===== config.mk =====
export PLATFORM = sky130hd
export DESIGN_NAME = fill_subsystem_top
export DESIGN_NICKNAME = d
export VERILOG_FILES = /design/src/hdl/frame_pkg.sv /design/src/hdl/fill_cmd_pkg.sv /design/src/hdl/fill_cmd_parser.sv /design/src/hdl/fill_area_engine.sv /design/src/hdl/write_queue.sv /design/src/hdl/frame_writer.sv /design/src/hdl/fill_subsystem_top.sv
export SDC_FILE = /design/constraint.sdc
export NUM_CORES = 2
export LEC_CHECK = 0
export BUFFER_PORTS_ARGS = -buffer_cell sky130_fd_sc_hd__buf_2
export CAP_MARGIN = 20
export CELL_PAD_IN_SITES_DETAIL_PLACEMENT = 1
export CELL_PAD_IN_SITES_GLOBAL_PLACEMENT = 1
export CORE_MARGIN = 5
export CORE_UTILIZATION = 51
export CTS_CLUSTER_DIAMETER = 100
export DETAILED_ROUTE_END_ITERATION = 8
export PLACE_DENSITY_LB_ADDON = 0.1
export RECOVER_POWER = 50
export SLEW_MARGIN = 40
export SYNTH_ARGS = -nofsm -noshare
export SYNTH_HDL_FRONTEND = slang
export SYNTH_SLANG_ARGS = --single-unit

===== constraint.sdc =====
create_clock -name clk -period 7.45 [get_ports clk]
set_input_delay 1.1175 -clock clk [delete_from_list [all_inputs] [get_ports clk]]
set_output_delay 1.1175 -clock clk [all_outputs]
set_load 0.02 [all_outputs]

===== src/hdl/frame_pkg.sv =====
`default_nettype none

package frame_pkg;

    //////////////////////////////
    // frame geometry.
    //////////////////////////////
    localparam int num_columns = 16;
    localparam int num_rows = 8;
    localparam int bytes_per_pixel = 2;

    // entries in the write queue.
    localparam int queue_depth = 4;

    //////////////////////////////
    // coordinate and data types.
    //////////////////////////////
    typedef logic [3:0] column_t;
    typedef logic [2:0] row_t;

    // byte index within one pixel.
    typedef logic [0:0] pixel_sel_t;

    // byte k of a color sits at bits 8k+7 down to 8k.
    typedef logic [15:0] color_t;
    typedef logic [7:0] byte_t;

    // row, then column, then pixel byte, msb first.
    typedef logic [7:0] frame_addr_t;

endpackage

`default_nettype wire


===== src/hdl/fill_cmd_pkg.sv =====
`default_nettype none

package fill_cmd_pkg;

    // opcode of the fill command, the only one accepted.
    localparam logic [7:0] op_fill = 8'h01;

    // opcode, x1, y1, width, height, color high, color low.
    localparam int cmd_len = 7;

    typedef enum logic [1:0] {
        idle,
        collect,
        run,
        finish
    } parser_state_t;

    typedef enum logic [1:0] {
        prime,
        write,
        wait_ack
    } fill_state_t;

endpackage

`default_nettype wire


===== src/hdl/fill_cmd_parser.sv =====
`timescale 1ns/100ps
`default_nettype none

module fill_cmd_parser
    import frame_pkg::*;
    import fill_cmd_pkg::*;
(
    input  wire        clk,
    input  wire        reset,
    input  wire byte_t cmd_byte,
    input  wire        cmd_valid,
    input  wire        queue_almost_full,
    input  wire        queue_empty,
    input  wire        writer_idle,
    input  wire        done,
    output column_t    x1,
    output row_t       y1,
    output column_t    width,
    output row_t       height,
    output color_t     color,
    output logic       fill_enable,
    output logic       ack,
    output logic       busy,
    output logic       cmd_reject
);
    parser_state_t state;
    logic [2:0] byte_count;
    logic last_byte;

    // fields kept as full bytes so the range check sees the raw values.
    byte_t x1_q;
    byte_t y1_q;
    byte_t width_q;
    byte_t height_q;
    color_t color_q;

    logic [8:0] x_end;
    logic [8:0] y_end;
    logic area_ok;

    assign x_end = {1'b0, x1_q} + {1'b0, width_q};
    assign y_end = {1'b0, y1_q} + {1'b0, height_q};
    assign area_ok = (width_q != '0) && (height_q != '0) &&
                     (x_end <= 9'(num_columns)) && (y_end <= 9'(num_rows));

    assign last_byte = cmd_valid && (state == collect) && (byte_count == 3'(cmd_len - 1));

    assign busy = (state == run) || (state == finish);
    assign fill_enable = (state == run) && !queue_almost_full;
    // release the engine only once every byte has reached memory.
    assign ack = (state == finish) && done && queue_empty && writer_idle;

    // full 16x8 frame wraps to zero here; the engine works modulo the width.
    assign x1 = x1_q[$bits(column_t)-1:0];
    assign y1 = y1_q[$bits(row_t)-1:0];
    assign width = width_q[$bits(column_t)-1:0];
    assign height = height_q[$bits(row_t)-1:0];
    assign color = color_q;

    always_ff @(posedge clk, posedge reset) begin
        if (reset) begin
            state <= idle;
            byte_count <= '0;
            cmd_reject <= 1'b0;
        end else begin
            cmd_reject <= busy && cmd_valid;
            case (state)
                idle: begin
                    if (cmd_valid) begin
                        if (cmd_byte == op_fill) begin
                            state <= collect;
                            byte_count <= 3'd1;
                        end else begin
                            cmd_reject <= 1'b1;
                        end
                    end
                end
                collect: begin
                    if (cmd_valid) begin
                        byte_count <= byte_count + 3'd1;
                    end
                    if (last_byte) begin
                        if (area_ok) begin
                            state <= run;
                        end else begin
                            state <= idle;
                            cmd_reject <= 1'b1;
                        end
                    end
                end
                run: begin
                    if (done) begin
                        state <= finish;
                    end
                end
                finish: begin
                    if (ack) begin
                        state <= idle;
                    end
                end
                default: state <= idle;
            endcase
        end
    end

    // field capture.
    always_ff @(posedge clk) begin
        if (cmd_valid && (state == collect)) begin
            case (byte_count)
                3'd1: x1_q <= cmd_byte;
                3'd2: y1_q <= cmd_byte;
                3'd3: width_q <= cmd_byte;
                3'd4: height_q <= cmd_byte;
                3'd5: color_q[15:8] <= cmd_byte;
                3'd6: color_q[7:0] <= cmd_byte;
                default: ;
            endcase
        end
    end

endmodule

`default_nettype wire


===== src/hdl/fill_area_engine.sv =====
`timescale 1ns/100ps
`default_nettype none

module fill_area_engine
    import frame_pkg::*;
    import fill_cmd_pkg::*;
(
    input  wire          clk,
    input  wire          reset,
    input  wire          enable,
    input  wire          ack,
    input  wire column_t x1,
    input  wire row_t    y1,
    input  wire column_t width,
    input  wire row_t    height,
    input  wire color_t  color,
    output row_t         wr_row,
    output column_t      wr_column,
    output pixel_sel_t   wr_pixel,
    output byte_t        wr_data,
    output logic         wr_valid,
    output logic         done
);
    /* walk order

         (x1,y1)
            .---------.
            | <-- <-- |
            | <-- <-- |
            '---------.
                      ^ start, (x_last, y_last)

       each pixel goes from its top byte down to byte 0.
    */

    fill_state_t state;
    column_t x_last;
    row_t y_last;
    pixel_sel_t top_pixel;
    logic last_step;

    // modular sums, so a full-width area still lands on the right edge.
    assign x_last = column_t'(x1 + width - 1'b1);
    assign y_last = row_t'(y1 + height - 1'b1);
    assign top_pixel = pixel_sel_t'(bytes_per_pixel - 1);

    assign last_step = (wr_row == y1) && (wr_column == x1) && (wr_pixel == '0);

    assign wr_valid = enable && (state == write);
    assign wr_data = color[wr_pixel*8 +: 8];

    //////////////////////////////
    // control.
    //////////////////////////////
    always_ff @(posedge clk, posedge reset) begin
        if (reset) begin
            state <= prime;
            done <= 1'b0;
        end else begin
            case (state)
                prime: begin
                    if (enable) begin
                        state <= write;
                    end
                end
                write: begin
                    if (enable && last_step) begin
                        state <= wait_ack;
                        done <= 1'b1;
                    end
                end
                wait_ack: begin
                    if (ack) begin
                        state <= prime;
                        done <= 1'b0;
                    end
                end
                default: state <= prime;
            endcase
        end
    end

    //////////////////////////////
    // address walk.
    //////////////////////////////
    always_ff @(posedge clk) begin
        if (enable) begin
            if (state == prime) begin
                wr_row <= y_last;
                wr_column <= x_last;
                wr_pixel <= top_pixel;
            end else if ((state == write) && !last_step) begin
                if (wr_pixel == '0) begin
                    wr_pixel <= top_pixel;
                    // wrap to the right edge and move up one row.
                    if (wr_column == x1) begin
                        wr_column <= x_last;
                        wr_row <= wr_row - 1'b1;
                    end else begin
                        wr_column <= wr_column - 1'b1;
                    end
                end else begin
                    wr_pixel <= wr_pixel - 1'b1;
                end
            end
        end
    end

endmodule

`default_nettype wire


===== src/hdl/write_queue.sv =====
`timescale 1ns/100ps
`default_nettype none

module write_queue
    import frame_pkg::*;
(
    input  wire             clk,
    input  wire             reset,
    input  wire             push,
    input  wire row_t       in_row,
    input  wire column_t    in_column,
    input  wire pixel_sel_t in_pixel,
    input  wire byte_t      in_data,
    input  wire             pop,
    output row_t            q_row,
    output column_t         q_column,
    output pixel_sel_t      q_pixel,
    output byte_t           q_data,
    output logic            queue_almost_full,
    output logic            queue_empty
);
    row_t row_mem [queue_depth];
    column_t column_mem [queue_depth];
    pixel_sel_t pixel_mem [queue_depth];
    byte_t data_mem [queue_depth];

    logic [$clog2(queue_depth)-1:0] wr_ptr;
    logic [$clog2(queue_depth)-1:0] rd_ptr;
    logic [$clog2(queue_depth):0] count;

    // two free slots left is enough to stop the engine in time.
    assign queue_almost_full = (count >= ($clog2(queue_depth) + 1)'(queue_depth - 2));
    assign queue_empty = (count == '0);

    assign q_row = row_mem[rd_ptr];
    assign q_column = column_mem[rd_ptr];
    assign q_pixel = pixel_mem[rd_ptr];
    assign q_data = data_mem[rd_ptr];

    always_ff @(posedge clk, posedge reset) begin
        if (reset) begin
            wr_ptr <= '0;
            rd_ptr <= '0;
            count <= '0;
        end else begin
            if (push) begin
                wr_ptr <= wr_ptr + 1'b1;
            end
            if (pop) begin
                rd_ptr <= rd_ptr + 1'b1;
            end
            if (push && !pop) begin
                count <= count + 1'b1;
            end else if (pop && !push) begin
                count <= count - 1'b1;
            end
        end
    end

    // entry storage.
    always_ff @(posedge clk) begin
        if (push) begin
            row_mem[wr_ptr] <= in_row;
            column_mem[wr_ptr] <= in_column;
            pixel_mem[wr_ptr] <= in_pixel;
            data_mem[wr_ptr] <= in_data;
        end
    end

endmodule

`default_nettype wire


===== src/hdl/frame_writer.sv =====
`timescale 1ns/100ps
`default_nettype none

module frame_writer
    import frame_pkg::*;
(
    input  wire              clk,
    input  wire              reset,
    input  wire              queue_empty,
    input  wire row_t        q_row,
    input  wire column_t     q_column,
    input  wire pixel_sel_t  q_pixel,
    input  wire byte_t       q_data,
    output logic             pop,
    output logic             idle,
    input  wire frame_addr_t rd_addr,
    output byte_t            rd_data
);
    byte_t frame_mem [2**$bits(frame_addr_t)];

    // high while a popped entry waits for its write cycle.
    logic pending;
    frame_addr_t write_addr;
    byte_t write_data;

    assign idle = !pending;
    assign pop = !pending && !queue_empty;

    always_ff @(posedge clk, posedge reset) begin
        if (reset) begin
            pending <= 1'b0;
        end else begin
            pending <= pop;
        end
    end

    // latch the head entry on pop.
    always_ff @(posedge clk) begin
        if (pop) begin
            write_addr <= frame_addr_t'({q_row, q_column, q_pixel});
            write_data <= q_data;
        end
    end

    //////////////////////////////
    // memory and read port.
    //////////////////////////////
    always_ff @(posedge clk) begin
        if (pending) begin
            frame_mem[write_addr] <= write_data;
        end
        rd_data <= frame_mem[rd_addr];
    end

endmodule

`default_nettype wire


===== src/hdl/fill_subsystem_top.sv =====
`timescale 1ns/100ps
`default_nettype none

module fill_subsystem_top
    import frame_pkg::*;
(
    input  wire              clk,
    input  wire              reset,
    input  wire byte_t       cmd_byte,
    input  wire              cmd_valid,
    input  wire frame_addr_t rd_addr,
    output byte_t            rd_data,
    output logic             busy,
    output logic             cmd_reject
);
    // parser to engine.
    column_t fill_x1;
    row_t fill_y1;
    column_t fill_width;
    row_t fill_height;
    color_t fill_color;
    logic fill_enable;
    logic fill_ack;
    logic fill_done;

    // engine to queue.
    row_t wr_row;
    column_t wr_column;
    pixel_sel_t wr_pixel;
    byte_t wr_data;
    logic wr_valid;

    // queue to writer.
    row_t q_row;
    column_t q_column;
    pixel_sel_t q_pixel;
    byte_t q_data;
    logic pop;
    logic queue_almost_full;
    logic queue_empty;
    logic writer_idle;

    fill_cmd_parser parser_i (
        .clk(clk), .reset(reset), .cmd_byte(cmd_byte), .cmd_valid(cmd_valid),
        .queue_almost_full(queue_almost_full), .queue_empty(queue_empty),
        .writer_idle(writer_idle), .done(fill_done),
        .x1(fill_x1), .y1(fill_y1), .width(fill_width), .height(fill_height),
        .color(fill_color), .fill_enable(fill_enable), .ack(fill_ack),
        .busy(busy), .cmd_reject(cmd_reject)
    );

    fill_area_engine engine_i (
        .clk(clk), .reset(reset), .enable(fill_enable), .ack(fill_ack),
        .x1(fill_x1), .y1(fill_y1), .width(fill_width), .height(fill_height),
        .color(fill_color), .wr_row(wr_row), .wr_column(wr_column),
        .wr_pixel(wr_pixel), .wr_data(wr_data), .wr_valid(wr_valid), .done(fill_done)
    );

    write_queue queue_i (
        .clk(clk), .reset(reset), .push(wr_valid), .in_row(wr_row),
        .in_column(wr_column), .in_pixel(wr_pixel), .in_data(wr_data), .pop(pop),
        .q_row(q_row), .q_column(q_column), .q_pixel(q_pixel), .q_data(q_data),
        .queue_almost_full(queue_almost_full), .queue_empty(queue_empty)
    );

    frame_writer writer_i (
        .clk(clk), .reset(reset), .queue_empty(queue_empty), .q_row(q_row),
        .q_column(q_column), .q_pixel(q_pixel), .q_data(q_data), .pop(pop),
        .idle(writer_idle), .rd_addr(rd_addr), .rd_data(rd_data)
    );

endmodule

`default_nettype wire


# ---- Word-level counts from Yosys, hierarchy flattened
# Memories as Yosys holds them, arrays and structs flattened. A register that Yosys moved wholly into a read port is not among the register bits.
# Index checks and enable logic that the tools add are counted.
dict set report word_totals {
  ff_bits 73
  output_inout_bits 10
  elab_cells 152
  ramBits 2112
  input_bits 19
  mem_count 5
}
# name depth width read_ports rd_ports_with_merged_regs wr line
set mem_list {}
lappend mem_list {writer_i.frame_mem 256 8 1 1 1 frame_writer.sv:19} ;# byte_t frame_mem [2**$bits(frame_addr_t)];
lappend mem_list {queue_i.data_mem 4 8 1 1 1 write_queue.sv:25} ;# byte_t data_mem [queue_depth];
lappend mem_list {queue_i.column_mem 4 4 1 1 1 write_queue.sv:23} ;# column_t column_mem [queue_depth];
lappend mem_list {queue_i.row_mem 4 3 1 1 1 write_queue.sv:22} ;# row_t row_mem [queue_depth];
lappend mem_list {queue_i.pixel_mem 4 1 1 1 1 write_queue.sv:24} ;# pixel_sel_t pixel_mem [queue_depth];
dict set report classes {
  n_reduce_logical 48
  bitwise_logic 1
  n_lt_le_gt_ge 3
  n_addsub 14
  mux 38
  shifts 1
  eq_ne 24
}
# operator n
set ops {}
lappend ops {{$mux W3} 9}
lappend ops {{$add A8 B8 Y9} 2}
lappend ops {{$logic_and A1 B1 Y1} 18}
lappend ops {{$mux W2} 8}
lappend ops {{$mux W4} 4}
lappend ops {{$reduce_bool A8 Y1} 2}
lappend ops {{$shiftx A16 B5 Y8} 1}
lappend ops {{$ne A2 B1 Y1 const B} 7}
lappend ops {{$reduce_and A2 Y1} 7}
lappend ops {{$mux W1} 12}
lappend ops {{$reduce_bool A2 Y1} 5}
lappend ops {{$eq A3 B3 Y1 const B} 3}
lappend ops {{$le A9 B4 Y1 const B} 1}
lappend ops {{$le A9 B5 Y1 const B} 1}
lappend ops {{$reduce_and A3 Y1} 3}
lappend ops {{$sub A3 B1 Y3 const B} 3}
lappend ops {{$eq A8 B1 Y1 const B} 1}
lappend ops {{$pmux W2 S4} 1}
lappend ops {{$reduce_and A4 Y1} 2}
lappend ops {{$sub A4 B1 Y4 const B} 2}
lappend ops {{$add A3 B1 Y3 const B} 2}
lappend ops {{$eq A2 B2 Y1 const B} 3}
lappend ops {{$eq A3 B2 Y1 const B} 2}
lappend ops {{$logic_not A1 Y1} 6}
lappend ops {{18 further kinds} 24}

# ---- Longest topological paths before layout
dict set report depth {
  ltp_word 8
  ltp_mapped 11
  mapped_depth_nobuf 10
}

# ---- Cells and area by module
# Synthesis repeated with hierarchy kept, for this count alone.
dict set report unflattened {
  cells_unflattened 4147
  hier_area_um2 86231.5
}
# module cells_each instances seq_area_each_um2 area_each_um2
set by_module_without_submodules {}
lappend by_module_without_submodules {frame_writer 3724 1 62164.6 79802.8}
lappend by_module_without_submodules {write_queue 119 1 2097.0 2745.1}
lappend by_module_without_submodules {fill_cmd_parser 204 1 1591.5 2690.1}
lappend by_module_without_submodules {fill_area_engine 100 1 315.3 993.5}

# ---- Worst setup path before layout
# Ideal clock, no wire load.
dict set report synth_path {
  path_type {register to register}
  startpoint {register writer_i.write_data[0], read port of queue_i.data_mem}
  endpoint {memory writer_i.frame_mem[0][0] in the netlist's numbering (data pin)}
  t_required_ps 6633
  path_buffers 0
  synth_period_minus_slack_ps 4046
  setup_time_ps 817
  setup_slack_ps 3404
  t_arrival_ps 3228
  stages_incl_launch_ff 1
  cell_sequence {edfxtp_1}
}
# element line
set synth_lines {}
lappend synth_lines {{from (decl)} frame_writer.sv:24} ;# byte_t write_data;
lappend synth_lines {{to (decl)} frame_writer.sv:19}
# No word-level cell before the write port.

# ---- Worst setup path after layout
dict set report layout_path {
  startpoint {register writer_i.write_data[0], read port of queue_i.data_mem}
  endpoint {memory writer_i.frame_mem[223][0] in the netlist's numbering (data pin)}
}
# No word-level cell before the write port.

==> metrics.md <==
| Metric | Value |
|---|---|
| Status | finished with violations |
| Failing checks | capacitance limit, slew limit |
| Crit-path cells | clkbuf_1 |
| Number of core rows | 150 |
| Worst-Skew Late Latency | 0.85 ns |
| Top cell type's share of synthesized area | 76.5% |
| Initial antenna violation count | 6 |
| R2R cell count | 1 |
| Clock Tree Buf Depth | 3 |
| WL final | 218000 um |
| Seq/Total Area, Yosys | 77.2% |
| Critical path startpoint category | flop |
| Final HPWL from detailed placement | 129000 um |
| CP Capture Type | flop |
| Root Driver | clkbuf_16 |
| # DRC | 0 |
| Hold_buf cts | 0 |
| Count leader, synth | edfxtp_1 |
| Flop2flop setup slack | 2.00 ns |
| First-pass GRT wire length | 316000 um |
| Buf+Inv Stages, Crit Path | 1 |
| Power consumption | 25.9 mW |
| Ys Warns | 0 |
| Minimum clock period | 5.45 ns |
| RR Startpoint | writer_i.write_data[0] |
| Leak Pwr | 29.6 nW |
| Hold WC Path Type | input port to asynchronous set/reset pin |
| Slew Viols, Final | 1011 |
| Slowest cell on the critical path | clkbuf_1 |
| Mapped cell area | 85700 sq um |
| # clock sinks | 2209 |
| Core area | 167000 sq um |
| Pre-antenna DRT Iters | 5 |
| Layout filler cell count | 14100 |
| CTS tree | built |
| Smallest hold slack | 0.304 ns |
| Crit path max fanout | 105 |
| CP Depth | 1 |
| Post-synth cell types | 60 |
| Slew of the pin with the lowest slew margin | 5.17 ns |
| Peak supply drop | 0.252 mV |
| Main area contributors after synthesis | edfxtp_1 (77%), mux4_2 (12%), mux2i_1 (1.7%) |
| Largest net degree at the start of global routing | 174 |
| Postcts setup bufs | 0 |
| Worst setup path class | flop to flop |
| GRT Overall Usage | 24.9% |
| Cell Area, Placed | 88500 sq um |
| Post-synthesis register bit count | 2209 |
| Post-synth EDFFs | 2184 |
| DR WL/cell | 32.9 um |
| Reg-to-Reg End | writer_i.frame_mem[223][0] |
| Final worst path period share | 73.1% |
| Setup TNS | 0 ns |
| H-tree depth | 4 |
| Critical path arrival | 5.33 ns |
| CTS clk-pin slew, worst paths | 0.06 ns |
| I/O Buffers | 28 |
| Dpl cells | 6209 |
| Final Hold Vio Count | 0 |
| Max_cap viols | 14 |
| Synth Instances | 4124 |
| Gates resized, CTS repair | 0 |
| Syn Area/Cell | 20.8 sq um |
| Vias per cell | 6.28 |
| Area grow syn2layout | 11.5% |
| Non-filler cells, final | 6625 |
| Worst Clk Skew | 0.0272 ns |
| Top delay family on crit path | buffers and inverters |
| Die Width | 420 um |
| Post-synth top cells | edfxtp_1 (2184), mux4_2 (457), nor2_1 (290) |
| Via count | 41600 |
| Post-Layout Inst Area | 95600 sq um |
| Slew headroom | -245% |
| Setup WS pre-CTS | 2.48 ns |
| Vias in the first global route | 43700 |
| Nets | 4287 |
| GPL Wtd Cong | 0.794 |
| Worst setup margin | 2.00 ns |
| I/O pin count | 29 |
| Critical path's largest stage delay | 3.62 ns |
| Drt first-iter violations | 4426 |
| RSZ-0062 raised after global routing | no |
| Setup-failing EPs final | 0 |
| Async set-reset flop share out of synthesis | 0.770% |
| Total gr overflow | 0 |
| P per Cell Area | 271 nW/um^2 |
| Layout cells sized above 1 | 23.7% |
| Top_reg_cell synth | edfxtp_1 |
| Post-synth net total | 4182 |
| Core Util, Final | 57.2% |
| Synth area leader | edfxtp_1 |
| Initial Util | 51.3% |
| CP Data Required Time | 7.33 ns |
| F_max | 0.184 GHz |
| Num CTS Buffers | 220 |
| Die height | 420 um |
| Die area | 176000 sq um |
| Final ANT Viol Nets | 0 |
==> flip-flops by register name (all words and copies together) (netlist names), 8 cells and up, named ones only <==
signal               flops
writer_i.frame_mem    2048
queue_i.row_mem         12
writer_i.write_data      8
queue_i.column_mem      16
parser_i.color          16
parser_i.y1_q            8
writer_i.write_addr      8
parser_i.width_q         8
writer_i.rd_data         8
queue_i.data_mem        32
parser_i.height_q        8
parser_i.x1_q            8
==> cell families after synthesis <==
group	count (synthesis)	synth area share (%)
buffers and inverters	269	1.81
AOI/OAI and AO/OA	479	3.72
and+or+nand+nor	493	2.58
xor gates and xnor gates	25	0.255
muxes	610	13.8
adders and majority gates	39	0.604
DFF	2209	77.2
==> power by group <==
| part | switching (mW) | total, mW | internal (mW) |
|---|---|---|---|
| registers | 0.0754 | 13.9 | 13.8 |
| clock network | 4.66 | 10.7 | 6.02 |
| logic | 0.931 | 1.39 | 0.463 |
| total | 5.66 | 25.9 | 20.3 |
==> cells in the final DEF, fill, tap and decap left out, drive strengths merged, types with 5 or more instances in the layout <==
master	synthesis	layout
a21oi	117	117
a221oi	12	12
nand3b	5	5
dfxtp	8	8
a21o	8	8
nand2	47	47
inv	33	41
buf	128	92
mux4	458	458
xnor2	16	16
o22ai	43	43
edfxtp	2184	2184
a22oi	160	160
o21ai	54	54
xor2	9	9
dfrtp	17	17
a31oi	16	16
clkinv	0	102
or3	5	5
nand3	22	22
nor3	24	24
nor2	290	290
mux2	9	9
ha	35	35
o221ai	24	24
and3	11	11
clkbuf	108	314
bufinv	0	13
o32ai	8	8
nor2b	14	14
a22o	14	14
and2	8	8
nand2b	14	14
nor4	37	37
mux2i	143	143
==> how the worst max path moves through the flow <==
stage,slack (ns),to,startpoint
5_1_grt,1.67,writer_i.frame_mem[223][0],writer_i.write_data[0]
6_report,2.00,writer_i.frame_mem[223][0],writer_i.write_data[0]
3_5_place_dp,2.48,writer_i.rd_data[1],rd_addr[0]
3_3_place_gp,1.96,writer_i.rd_data[1],rd_addr[0]
4_1_cts,3.35,writer_i.rd_data[1],rd_addr[0]
2_1_floorplan,3.40,writer_i.frame_mem[0][0],writer_i.write_data[0]
==> per-layer routing <==
| layer | vias to the layer above | part of all wire (%) | track usage [%] |
|---|---|---|---|
| met5 | - | 0.0055 | 0 |
| met4 | 2 | 2.8 | 6.87 |
| met3 | 326 | 5.4 | 3.76 |
| met2 | 1348 | 50 | 41.2 |
| met1 | 22600 | 42 | 35.2 |
| li1 | 17400 | - | - |
==> area by class of cell <==
type | instances | area, sq um | share of cell area [%]
flip-flops and latches | 2209 | 66200 | 69.2
multi-input cells | 1646 | 18600 | 19.5
clock buffers | 287 | 5910 | 6.18
well taps | 2204 | 2760 | 2.89
clock inverters | 123 | 1010 | 1.06
repair buffers | 119 | 966 | 1.01
inverters | 33 | 124 | 0.130
diodes | 4 | 10.0 | 0.0105
Power figures use the tool's default switching activity.
